<file path="config.mk">
export PLATFORM = sky130hd
export DESIGN_NAME = control_unit
export DESIGN_NICKNAME = d
export VERILOG_FILES = /design/src/source/ctrl_decode_pkg.sv /design/src/source/main_decoder.sv /design/src/source/alu_op_decoder.sv /design/src/source/control_unit.sv
export SDC_FILE = /design/constraint.sdc
export NUM_CORES = 1
export LEC_CHECK = 0
export BUFFER_PORTS_ARGS = -buffer_cell sky130_fd_sc_hd__buf_2
export CAP_MARGIN = 0
export CORE_ASPECT_RATIO = 0.7
export CORE_MARGIN = 10
export CORE_UTILIZATION = 30
export DETAILED_ROUTE_END_ITERATION = 12
export SLEW_MARGIN = 20
export SYNTH_ARGS = -nofsm -noshare
export SYNTH_HDL_FRONTEND = slang
export SYNTH_SLANG_ARGS = --single-unit
</file>
<file path="constraint.sdc">
create_clock -name clk -period 1.65 [get_ports clk]
set_input_delay 0.33 -clock clk [delete_from_list [all_inputs] [get_ports clk]]
set_output_delay 0.33 -clock clk [all_outputs]
set_load 0.02 [all_outputs]
</file>
<file path="src/source/ctrl_decode_pkg.sv">
`default_nettype none
// ~~~~~~~~~~~~~~~~~~~~~~~~~~~~~~~~~~~~~~~~~~~~~~~~~~~~~~~~~~~~~~~~~~~~~
// RV32IM decode types: opcodes, instruction field views, the main and
// ALU control words, and the ALU operation codes
// ~~~~~~~~~~~~~~~~~~~~~~~~~~~~~~~~~~~~~~~~~~~~~~~~~~~~~~~~~~~~~~~~~~~~~
package ctrl_decode_pkg;

    typedef logic [31:0] xlen_t;                // raw instruction word

    typedef enum logic [6:0] {
        OPC_LUI    = 7'b0110111,
        OPC_AUIPC  = 7'b0010111,
        OPC_JAL    = 7'b1101111,
        OPC_JALR   = 7'b1100111,
        OPC_BRANCH = 7'b1100011,
        OPC_LOAD   = 7'b0000011,
        OPC_STORE  = 7'b0100011,
        OPC_OP_IMM = 7'b0010011,
        OPC_OP     = 7'b0110011
    } opcode_e;

    // one class per decoded opcode, in the order of the old instr_type code
    typedef enum logic [3:0] {
        CLASS_LUI    = 4'd0,
        CLASS_AUIPC  = 4'd1,
        CLASS_JAL    = 4'd2,
        CLASS_JALR   = 4'd3,
        CLASS_BRANCH = 4'd4,
        CLASS_LOAD   = 4'd5,
        CLASS_STORE  = 4'd6,
        CLASS_OP_IMM = 4'd7,
        CLASS_OP     = 4'd8,
        CLASS_NONE   = 4'd15                    // opcode not handled here
    } instr_class_e;

    typedef struct packed {
        logic [6:0] funct7;
        logic [4:0] rs2;
        logic [4:0] rs1;
        logic [2:0] funct3;
        logic [4:0] rd;
        logic [6:0] opcode;
    } r_fmt_t;

    typedef struct packed {
        logic [11:0] imm;
        logic [4:0]  rs1;
        logic [2:0]  funct3;
        logic [4:0]  rd;
        logic [6:0]  opcode;
    } i_fmt_t;

    // shift immediates carry funct7 in imm[11:5], so both views are needed
    typedef union packed {
        r_fmt_t r;
        i_fmt_t i;
    } instr_u;

    localparam logic [6:0] F7_BASE   = 7'b0000000;
    localparam logic [6:0] F7_ALT    = 7'b0100000;  // sub, sra
    localparam logic [6:0] F7_MULDIV = 7'b0000001;  // M extension

    typedef enum logic [1:0] {
        WB_IMM     = 2'b00,
        WB_ALU_MEM = 2'b01,
        WB_PC4     = 2'b10
    } wb_sel_e;

    typedef enum logic [2:0] {
        IMM_B  = 3'b000,
        IMM_IS = 3'b001,                        // load/store offset
        IMM_I  = 3'b010,
        IMM_U  = 3'b011,
        IMM_J  = 3'b100
    } imm_sel_e;

    typedef enum logic [4:0] {
        ADD    = 5'd0,
        SUB    = 5'd1,
        AND    = 5'd2,
        OR     = 5'd3,
        XOR    = 5'd4,
        SLL    = 5'd5,
        SRL    = 5'd6,
        SRA    = 5'd7,
        MUL    = 5'd8,
        MULH   = 5'd9,
        MULHSU = 5'd10,
        MULHU  = 5'd11,
        DIV    = 5'd12,
        DIVU   = 5'd13,
        REM    = 5'd14,
        REMU   = 5'd15,
        SLT    = 5'd16,
        SLTU   = 5'd17
    } alu_op_e;

    typedef struct packed {
        logic    reg_write;
        logic    mem_read;
        logic    mem_write;
        logic    branch;
        logic    jump;
        wb_sel_e wb_sel;
    } main_ctrl_t;

    typedef struct packed {
        alu_op_e  alu_op;
        logic     op_a_pc;                      // 1 selects pc as operand a
        imm_sel_e imm_sel;
        logic     store_sel;
        logic     result_sel;
    } alu_ctrl_t;

    // inactive words, loaded on reset and when no instruction is offered
    localparam main_ctrl_t MAIN_CTRL_IDLE = '{
        reg_write: 1'b0, mem_read: 1'b0, mem_write: 1'b0,
        branch: 1'b0, jump: 1'b0, wb_sel: WB_IMM
    };

    localparam alu_ctrl_t ALU_CTRL_IDLE = '{
        alu_op: ADD, op_a_pc: 1'b0, imm_sel: IMM_B,
        store_sel: 1'b0, result_sel: 1'b0
    };

endpackage
`default_nettype wire

</file>
<file path="src/source/main_decoder.sv">
`timescale 1ns/10ps
`default_nettype none
// ~~~~~~~~~~~~~~~~~~~~~~~~~~~~~~~~~~~~~~~~~~~~~~~~~~~~~~~~~~~~~~~~~~~~~
// Main decoder: opcode to instruction class (same cycle) and to the
// registered main control word and valid flag (one cycle later)
// ~~~~~~~~~~~~~~~~~~~~~~~~~~~~~~~~~~~~~~~~~~~~~~~~~~~~~~~~~~~~~~~~~~~~~
module main_decoder (
    input  logic                          clk,
    input  logic                          rst,
    input  logic                          instr_valid,
    input  ctrl_decode_pkg::instr_u       instr,
    output ctrl_decode_pkg::instr_class_e instr_class,
    output ctrl_decode_pkg::main_ctrl_t   main_ctrl,
    output logic                          ctrl_valid
);

    ctrl_decode_pkg::main_ctrl_t main_next;     // decoded word before the register

    always_comb begin
        main_next   = ctrl_decode_pkg::MAIN_CTRL_IDLE;
        instr_class = ctrl_decode_pkg::CLASS_NONE;
        case (instr.r.opcode)
            ctrl_decode_pkg::OPC_LUI: begin
                instr_class         = ctrl_decode_pkg::CLASS_LUI;
                main_next.reg_write = 1'b1;
                main_next.wb_sel    = ctrl_decode_pkg::WB_IMM;     // immediate straight to rd
            end
            ctrl_decode_pkg::OPC_AUIPC: begin
                instr_class         = ctrl_decode_pkg::CLASS_AUIPC;
                main_next.reg_write = 1'b1;
                main_next.wb_sel    = ctrl_decode_pkg::WB_ALU_MEM;
            end
            ctrl_decode_pkg::OPC_JAL: begin
                instr_class         = ctrl_decode_pkg::CLASS_JAL;
                main_next.reg_write = 1'b1;
                main_next.jump      = 1'b1;
                main_next.wb_sel    = ctrl_decode_pkg::WB_PC4;     // link address
            end
            ctrl_decode_pkg::OPC_JALR: begin
                instr_class         = ctrl_decode_pkg::CLASS_JALR;
                main_next.reg_write = 1'b1;
                main_next.jump      = 1'b1;
                main_next.wb_sel    = ctrl_decode_pkg::WB_PC4;
            end
            ctrl_decode_pkg::OPC_BRANCH: begin
                instr_class         = ctrl_decode_pkg::CLASS_BRANCH;
                main_next.branch    = 1'b1;
                main_next.wb_sel    = ctrl_decode_pkg::WB_ALU_MEM;
            end
            ctrl_decode_pkg::OPC_LOAD: begin
                instr_class         = ctrl_decode_pkg::CLASS_LOAD;
                main_next.reg_write = 1'b1;
                main_next.mem_read  = 1'b1;
                main_next.wb_sel    = ctrl_decode_pkg::WB_ALU_MEM;
            end
            ctrl_decode_pkg::OPC_STORE: begin
                instr_class         = ctrl_decode_pkg::CLASS_STORE;
                main_next.mem_write = 1'b1;
                main_next.wb_sel    = ctrl_decode_pkg::WB_ALU_MEM;
            end
            ctrl_decode_pkg::OPC_OP_IMM: begin
                instr_class         = ctrl_decode_pkg::CLASS_OP_IMM;
                main_next.reg_write = 1'b1;
                main_next.wb_sel    = ctrl_decode_pkg::WB_ALU_MEM;
            end
            ctrl_decode_pkg::OPC_OP: begin
                instr_class         = ctrl_decode_pkg::CLASS_OP;
                main_next.reg_write = 1'b1;
                main_next.wb_sel    = ctrl_decode_pkg::WB_ALU_MEM;
            end
            default: begin
                // system, fence, atomics and anything unknown stay inactive
                instr_class = ctrl_decode_pkg::CLASS_NONE;
                main_next   = ctrl_decode_pkg::MAIN_CTRL_IDLE;
            end
        endcase
    end

    always_ff @(posedge clk) begin
        if (rst) begin
            main_ctrl  <= ctrl_decode_pkg::MAIN_CTRL_IDLE;
            ctrl_valid <= 1'b0;
        end else begin
            ctrl_valid <= instr_valid;
            if (instr_valid) begin
                main_ctrl <= main_next;
            end else begin
                main_ctrl <= ctrl_decode_pkg::MAIN_CTRL_IDLE;  // bubble
            end
        end
    end

endmodule
`default_nettype wire

</file>
<file path="src/source/alu_op_decoder.sv">
`timescale 1ns/10ps
`default_nettype none
// ~~~~~~~~~~~~~~~~~~~~~~~~~~~~~~~~~~~~~~~~~~~~~~~~~~~~~~~~~~~~~~~~~~~~~
// ALU op decoder: class, funct3 and funct7 to the registered ALU
// operation and datapath operand selects
// ~~~~~~~~~~~~~~~~~~~~~~~~~~~~~~~~~~~~~~~~~~~~~~~~~~~~~~~~~~~~~~~~~~~~~
module alu_op_decoder (
    input  logic                          clk,
    input  logic                          rst,
    input  logic                          instr_valid,
    input  ctrl_decode_pkg::instr_u       instr,
    input  ctrl_decode_pkg::instr_class_e instr_class,
    output ctrl_decode_pkg::alu_ctrl_t    alu_ctrl
);

    ctrl_decode_pkg::alu_ctrl_t alu_next;       // decoded word before the register

    // immediate ops; only the shifts look at funct7, and only at bit 5
    function automatic ctrl_decode_pkg::alu_op_e op_imm_alu(
        input logic [2:0] funct3,
        input logic [6:0] funct7
    );
        logic alt;
        alt = (funct7 & ctrl_decode_pkg::F7_ALT) != ctrl_decode_pkg::F7_BASE;
        case (funct3)
            3'b000:  return ctrl_decode_pkg::ADD;
            3'b001:  return ctrl_decode_pkg::SLL;
            3'b010:  return ctrl_decode_pkg::SLT;
            3'b011:  return ctrl_decode_pkg::SLTU;
            3'b100:  return ctrl_decode_pkg::XOR;
            3'b101:  return alt ? ctrl_decode_pkg::SRA : ctrl_decode_pkg::SRL;
            3'b110:  return ctrl_decode_pkg::OR;
            default: return ctrl_decode_pkg::AND;
        endcase
    endfunction

    // register-register ops, base set or M extension by funct7
    function automatic ctrl_decode_pkg::alu_op_e op_reg_alu(
        input logic [2:0] funct3,
        input logic [6:0] funct7
    );
        logic alt;
        alt = (funct7 == ctrl_decode_pkg::F7_ALT);
        if (funct7 == ctrl_decode_pkg::F7_MULDIV) begin
            case (funct3)
                3'b000:  return ctrl_decode_pkg::MUL;
                3'b001:  return ctrl_decode_pkg::MULH;
                3'b010:  return ctrl_decode_pkg::MULHSU;
                3'b011:  return ctrl_decode_pkg::MULHU;
                3'b100:  return ctrl_decode_pkg::DIV;
                3'b101:  return ctrl_decode_pkg::DIVU;
                3'b110:  return ctrl_decode_pkg::REM;
                default: return ctrl_decode_pkg::REMU;
            endcase
        end
        case (funct3)
            3'b000:  return alt ? ctrl_decode_pkg::SUB : ctrl_decode_pkg::ADD;
            3'b001:  return ctrl_decode_pkg::SLL;
            3'b010:  return ctrl_decode_pkg::SLT;
            3'b011:  return ctrl_decode_pkg::SLTU;
            3'b100:  return ctrl_decode_pkg::XOR;
            3'b101:  return alt ? ctrl_decode_pkg::SRA : ctrl_decode_pkg::SRL;
            3'b110:  return ctrl_decode_pkg::OR;
            default: return ctrl_decode_pkg::AND;
        endcase
    endfunction

    always_comb begin
        alu_next = ctrl_decode_pkg::ALU_CTRL_IDLE;
        case (instr_class)
            ctrl_decode_pkg::CLASS_LUI: begin
                alu_next.imm_sel = ctrl_decode_pkg::IMM_U;     // alu result unused
            end
            ctrl_decode_pkg::CLASS_AUIPC: begin
                alu_next.op_a_pc = 1'b1;
                alu_next.imm_sel = ctrl_decode_pkg::IMM_U;
            end
            ctrl_decode_pkg::CLASS_JAL: begin
                alu_next.op_a_pc = 1'b1;
                alu_next.imm_sel = ctrl_decode_pkg::IMM_J;
            end
            ctrl_decode_pkg::CLASS_JALR: begin
                alu_next.imm_sel = ctrl_decode_pkg::IMM_J;     // target from rs1
            end
            ctrl_decode_pkg::CLASS_BRANCH: begin
                alu_next.alu_op     = ctrl_decode_pkg::SUB;    // compare by subtraction
                alu_next.imm_sel    = ctrl_decode_pkg::IMM_B;
                alu_next.result_sel = 1'b1;
            end
            ctrl_decode_pkg::CLASS_LOAD: begin
                alu_next.imm_sel    = ctrl_decode_pkg::IMM_IS;
                alu_next.result_sel = 1'b1;
            end
            ctrl_decode_pkg::CLASS_STORE: begin
                alu_next.imm_sel    = ctrl_decode_pkg::IMM_IS;
                alu_next.store_sel  = 1'b1;
                alu_next.result_sel = 1'b1;
            end
            ctrl_decode_pkg::CLASS_OP_IMM: begin
                alu_next.alu_op     = op_imm_alu(instr.i.funct3, instr.r.funct7);
                alu_next.op_a_pc    = 1'b1;                    // mux value kept from old datapath
                alu_next.imm_sel    = ctrl_decode_pkg::IMM_I;
                alu_next.result_sel = 1'b1;
            end
            ctrl_decode_pkg::CLASS_OP: begin
                alu_next.alu_op     = op_reg_alu(instr.r.funct3, instr.r.funct7);
                alu_next.result_sel = 1'b1;
            end
            default: begin
                alu_next = ctrl_decode_pkg::ALU_CTRL_IDLE;     // unlisted opcode
            end
        endcase
    end

    always_ff @(posedge clk) begin
        if (rst) begin
            alu_ctrl <= ctrl_decode_pkg::ALU_CTRL_IDLE;
        end else if (instr_valid) begin
            alu_ctrl <= alu_next;
        end else begin
            alu_ctrl <= ctrl_decode_pkg::ALU_CTRL_IDLE;        // bubble
        end
    end

endmodule
`default_nettype wire

</file>
<file path="src/source/control_unit.sv">
`timescale 1ns/10ps
`default_nettype none
// ~~~~~~~~~~~~~~~~~~~~~~~~~~~~~~~~~~~~~~~~~~~~~~~~~~~~~~~~~~~~~~~~~~~~~
// Control unit: registered RV32IM decode stage, one cycle of latency
// ~~~~~~~~~~~~~~~~~~~~~~~~~~~~~~~~~~~~~~~~~~~~~~~~~~~~~~~~~~~~~~~~~~~~~
module control_unit (
    input  logic                        clk,
    input  logic                        rst,
    input  logic                        instr_valid,
    input  ctrl_decode_pkg::instr_u     instr,
    output ctrl_decode_pkg::main_ctrl_t main_ctrl,
    output ctrl_decode_pkg::alu_ctrl_t  alu_ctrl,
    output logic                        ctrl_valid
);

    ctrl_decode_pkg::instr_class_e instr_class;  // same-cycle class from the opcode

    main_decoder u_main_decoder (
        .clk         (clk),
        .rst         (rst),
        .instr_valid (instr_valid),
        .instr       (instr),
        .instr_class (instr_class),
        .main_ctrl   (main_ctrl),
        .ctrl_valid  (ctrl_valid)
    );

    alu_op_decoder u_alu_op_decoder (
        .clk         (clk),
        .rst         (rst),
        .instr_valid (instr_valid),
        .instr       (instr),
        .instr_class (instr_class),
        .alu_ctrl    (alu_ctrl)
    );

endmodule
`default_nettype wire

</file>
==> results.yml, run 1 <==
logic_synthesis:
  yosys.cell_types.count: 28
  synth-xor-area-share_pct: 1.13
  synth_top_family_by_area: "simple AND/OR/NAND/NOR gates"
  synth_area_leader_cell: "dfxtp_1"
  synthMuxAreaShare_pct: 0
  synth_compound_area_share_pct: 17.3
  synthesis.area_um2: 772
  synth-seq-cells: 19
  synth_nets: 123
  synth_area_per_cell_um2: 8.77
  synth_area_leaders: "dfxtp_1 49%, nor2_1 5.3%, nor3_1 4.5%, o21ai_0 4.5%, a21oi_1 3.9%"
  seq_area_frac_synth_pct: 49.3
  synthSimpleGateAreaFrac_pct: 28.2
  synthCells: 88
  synth-adder-area-share_pct: 0
  netlist.area_leader.share_pct: 49.3
  synth_warnings: 0
power:
  p_seq_share_pct: 54.2
  p_comb_share_pct: 10.3
  power_uw: 853
  power.share.clock_pct: 35.5
  power.switching_uw: 185
  power.internal_uw: 668
  p_per_area_nw_per_um2: 822
  swShare_pct: 21.7
  leakage_nw: 0.464
  ir_worst_vdd_mv: 0.399
floorplanning:
  die_area_um2: 5030
  die_h_um: 62.4
  die_w_um: 80.6
  floorplan.rows: 15
  core-area_um2: 2460
  io_pins: 54
  start_util_pct: 31.4
place:
  place.gp.congestion: 0.836
  pre_cts_ws_ns: 0.0854
  dpl_cell_area_um2: 992
  portBuffers: 38
  hpwlAfterDp_mm: 1.65
route:
  drtIter0Drc: 30
  drc_errors: 0
  wl_mm: 2.06
  via_count: 729
  via_per_inst: 4.56
  first_pass_iters: 4
  drtAntennaViolNets: 0
  wire_per_inst_um: 12.9
worst_setup_path:
  crit_end: "u_alu_op_decoder.alu_ctrl[8]"
  required_ns: 1.79
  crit_path_end_kind: "flop"
  slowest_stage: "a2111oi_2"
  cp-start-kind: "input port"
  crit_fanout: 5
  crit_type: "in2reg"
  cpPeakStageDelay_ns: 0.38
  cp_data_arrival_time_ns: 1.43
  crit_chain: "buf_2 -> nor3_2 -> and4b_1 -> nand2_1 -> a2111oi_2"
  crit_start: "instr[26]"
layout:
  final.fill_count: 266
  drive_gt1_share_pct: 36.5
  final_common_cell: "buf_2"
  nets: 162
  area_growth_pct: 34.4
  layout.cells.most_common_list: "38 x buf_2, 19 x dfxtp_1, 11 x nor2_1, 7 x nor3_1, 7 x o21ai_0"
  final_area_um2: 1040
  antennaDiodeCount: 0
clock_network:
  clock-sinks: 19
  htree_levels: 1
  cts_setup_buffers: 0
  clock_tree.buffer_depth: 2
  cts-hold-fix-buffers: 0
  post_cts_resized: 0
  clockRootBuffer: "clkbuf_8"
  clk_pin_slew_worst_paths_ns: 0.06
  tritoncts: "built"
  cts_buffers: 3
sta:
  tightest_slew_ns: 0.328
  min_period_ns: 1.29
  slew_violations: 0
  fin_crit_sh_pct: 78.3
  fin_tns_setup_ns: 0
  grt_setup_unrepaired: "no"
  max_slew_margin_pct: 78.0
  setup-violations-final: 0
  setup_ws_ns: 0.358
  maxClockFrequency_ghz: 0.774
  timing.final.hold_violations: 0
global_route:
  grt_pass1_wl_mm: 3.58
  grt_max_degree: 11
  gr-usage-all-layers_pct: 8.74
  grt-ovfl-total: 0
  antenna_found_initial: 0
  grt_pass1_vias: 776
min_path:
  hold_class: "in2reg"
  holdPathStages: 2
job:
  maxCapViolCount: 0
run_status:
  status: "finished clean"
per-layer routing:
layer  wire length [µm]  part of all wire, %  vias up  global-route usage [%]
li1                   -                    -      384                       -
met4                  8                 0.39        0                    1.32
met2                904                   44       30                    13.2
met3                225                   11        2                    5.32
met5                  0                    0        -                       0
met1                923                   45      313                    10.4
power by group through the flow:
| stage | combinational [mW] | clock (mW) | sequential, mW |
|---|---|---|---|
| floorplan | 0.0422 | 0 | 0.476 |
| global placement | 0.0849 | 0 | 0.472 |
| detailed placement | 0.0867 | 0 | 0.472 |
| CTS | 0.0871 | 0.311 | 0.462 |
| global route | 0.0996 | 0.340 | 0.462 |
| finish | 0.0876 | 0.303 | 0.462 |
worst min path at each step:
stage,start,endpoint,slack (ns)
after global routing,rst,u_main_decoder.ctrl_valid,0.26
after detailed placement,rst,u_main_decoder.ctrl_valid,0.53
after floorplan,rst,u_main_decoder.ctrl_valid,0.40
after CTS,rst,u_main_decoder.ctrl_valid,0.26
final,rst,u_main_decoder.ctrl_valid,0.27
after global placement,rst,u_main_decoder.ctrl_valid,0.53
cells in the mapped netlist:
cell and instances:
a2111oi_2 2, a211o_1 1, a211oi_1 1, a21o_1 1
a21oi_1 6, a31oi_1 1, and2_0 1, and3b_1 1
and4_1 1, and4b_1 1, buf_2 1, clkbuf_1 4
dfxtp_1 19, inv_1 3, nand2_1 6, nand2b_1 1
nand3_1 2, nand3b_1 1, nor2_1 11, nor2b_1 3
nor2b_4 1, nor3_1 7, nor3_2 1, nor4_1 2
o2111ai_1 1, o21ai_0 7, or3_1 1, xor2_1 1
through the flow:
step	std cells	hold slack [ns]	util [%]
3_5_place_dp	156	0.529	40.4
6_report	160	0.267	42.2
4_1_cts	160	0.263	42.2
3_3_place_gp	156	0.527	40.4
5_1_grt	160	0.255	42.2
2_1_floorplan	88	0.402	-
critical path, delay by kind of cell:
| family | cells | cell delay (ns) |
|---|---|---|
| AO/OA/AOI/OAI | 1 | 0.38 |
| buffers and inverters | 1 | 0.10 |
| AND/OR/NAND/NOR | 3 | 0.62 |
cell type report:
class	instances	area [µm²]	area share, %
clock buffers	4	45.0	4.34
repair buffers	39	198	19.1
multi-input cells	61	360	34.7
inverters	3	11.3	1.09
flip-flops and latches	19	380	36.7
well taps	34	42.5	4.10
flip-flops by register name (all words and copies together), names as in the netlist:
name and cells:
u_main_decoder.ctrl_valid 1, u_main_decoder.main_ctrl 7, u_alu_op_decoder.alu_ctrl 11
kinds of logic (layout without fill, tap and decap cells):
family	after synthesis	in the layout
buffers and inverters	8	46
flip-flops	19	19
AO/OA/AOI/OAI	20	20
AND/OR/NAND/NOR	40	40
XOR/XNOR	1	1
Power figures use the tool's default switching activity.
==> run 2: changes to the inputs <==
==> constraint.sdc (replaced) <==
create_clock -name clk -period 1.3 [get_ports clk]
set_input_delay 0.26 -clock clk [delete_from_list [all_inputs] [get_ports clk]]
set_output_delay 0.26 -clock clk [all_outputs]
set_load 0.02 [all_outputs]
==> run 2 against run 1 <==
Compared with the run above: die area unchanged; largest cell class unchanged; routed wire length rose by 4.9%; combinational power grew 55%; setup slack got worse by 0.24 ns.
==> results.yml, run 2 (synthesized netlist as in run 1, its figures left out) <==
global_route:
  gr-usage-all-layers_pct: 8.53
  grt_pass1_vias: 823
  antenna_found_initial: 0
  grt_max_degree: 11
  grt-ovfl-total: 0
  grt_pass1_wl_mm: 3.55
worst_setup_path:
  crit_type: "in2reg"
  required_ns: 1.44
  slowest_stage: "or3_1"
  cpPeakStageDelay_ns: 0.41
  cp_top_family: "simple AND/OR/NAND/NOR gates"
  crit_path_end_kind: "flop"
  cp-start-kind: "input port"
  path_buf_inv: 1
  crit_fanout: 4
  cp_data_arrival_time_ns: 1.32
  crit_start: "rst"
  crit_chain: "buf_2 -> nor2b_4 -> nand3_1 -> or3_1 -> a2111oi_2"
floorplanning:
  start_util_pct: 31.4
  core-area_um2: 2460
  io_pins: 54
  die_area_um2: 5030
  floorplan.rows: 15
  die_w_um: 80.6
  die_h_um: 62.4
layout:
  layout.cells.most_common_list: "38 x buf_2, 19 x dfxtp_1, 16 x buf_4, 11 x nor2_1"
  top_register: "u_alu_op_decoder.alu_ctrl"
  drive_gt1_share_pct: 43.3
  biggestRegsByFlops: "u_alu_op_decoder.alu_ctrl: 11 flops, u_main_decoder.main_ctrl: 7 flops, u_main_decoder.ctrl_valid: 1 flops"
  antennaDiodeCount: 0
  final_core_util_pct: 46.8
  final_common_cell: "buf_2"
  area_growth_pct: 48.9
  nets: 177
  final.fill_count: 238
  largest_reg_flops: 11
  final_cells: 175
power:
  ir_worst_vdd_mv: 0.613
  swShare_pct: 22.0
  power.switching_uw: 244
  p_comb_share_pct: 12.3
  p_per_area_nw_per_um2: 968
  power.internal_uw: 869
  leakage_nw: 0.536
  power.share.clock_pct: 35.1
  p_seq_share_pct: 52.7
clock_network:
  cts-hold-fix-buffers: 0
  htree_levels: 1
  clockRootBuffer: "clkbuf_8"
  clock_tree.buffer_depth: 2
  post_cts_resized: 0
  tritoncts: "built"
  clk_pin_slew_worst_paths_ns: 0.06
  cts_setup_buffers: 0
  clock-sinks: 19
  cts_buffers: 3
route:
  top_layer_used: "met3"
  drc_errors: 0
  via_per_inst: 4.46
  wl_met1_um: 961
  drtAntennaViolNets: 0
  wl_met2_um: 988
  drtIter0Drc: 21
  wl_mm: 2.16
  via_count: 780
  met3WireLength_um: 213
  wire_per_inst_um: 12.4
  first_pass_iters: 4
sta:
  max_slew_margin_pct: 77.5
  maxClockFrequency_ghz: 0.844
  grt_setup_unrepaired: "no"
  slew_violations: 0
  tightest_slew_ns: 0.335
  timing.final.hold_violations: 0
  fin_crit_sh_pct: 91.1
  min_period_ns: 1.18
  setup-violations-final: 0
place:
  place.gp.congestion: 0.804
  dpl.cell_count: 171
  hpwlAfterDp_mm: 1.81
  portBuffers: 38
job:
  maxCapViolCount: 0
min_path:
  hold_class: "in2reg"
  worstHoldStart: "instr[6]"
run_status:
  status: "finished clean"
## run 2: changes by cell type in the layout (fill, tap and decap cells not counted)
cell and delta:
buf_4 +15
## run 2: layout make-up
cell class                 instances  area, µm²  area share (%)
clock buffer                       4       45.0            3.92
inverter                           3       11.3           0.979
multi-input combinational         61        360            31.3
sequential                        19        380            33.1
tap                               34       42.5            3.70
timing repair buffer              54        310            27.0
## run 2: final timing paths
path	depth (start not counted)	slack, ns	to
worst max-delay path	5	0.12	u_alu_op_decoder.alu_ctrl[7]
worst min-delay path	2	0.24	u_main_decoder.main_ctrl[4]
## run 2: per-layer routing
layer | global-route usage [%] | vias up
met5 | 0 | -
met4 | 0.658 | 0
met3 | 5.32 | 0
met2 | 13.8 | 25
met1 | 9.60 | 339
li1 | - | 416
## run 2: power groups by stage
stage	combinational [mW]	sequential [mW]	clock, mW
floorplan	0.0536	0.604	0
global placement	0.133	0.599	0
detailed placement	0.136	0.599	0
CTS	0.137	0.587	0.403
global route	0.150	0.586	0.439
finish	0.136	0.587	0.390
## run 2: through the flow
step | hold slack, ns | TNS (ns) | area, µm² | setup WS (ns) | power (mW)
final | 0.241 | 0 | 1150 | 0.115 | 1.11
after global routing | 0.244 | 0 | 1150 | 0.0397 | 1.18
after CTS | 0.239 | 0 | 1150 | 0.102 | 1.13
after detailed placement | 0.505 | -0.576 | 1100 | -0.144 | 0.735
after global placement | 0.493 | -0.437 | 1100 | -0.106 | 0.732
after floorplan | 0.332 | 0 | 772 | 0.0169 | 0.658
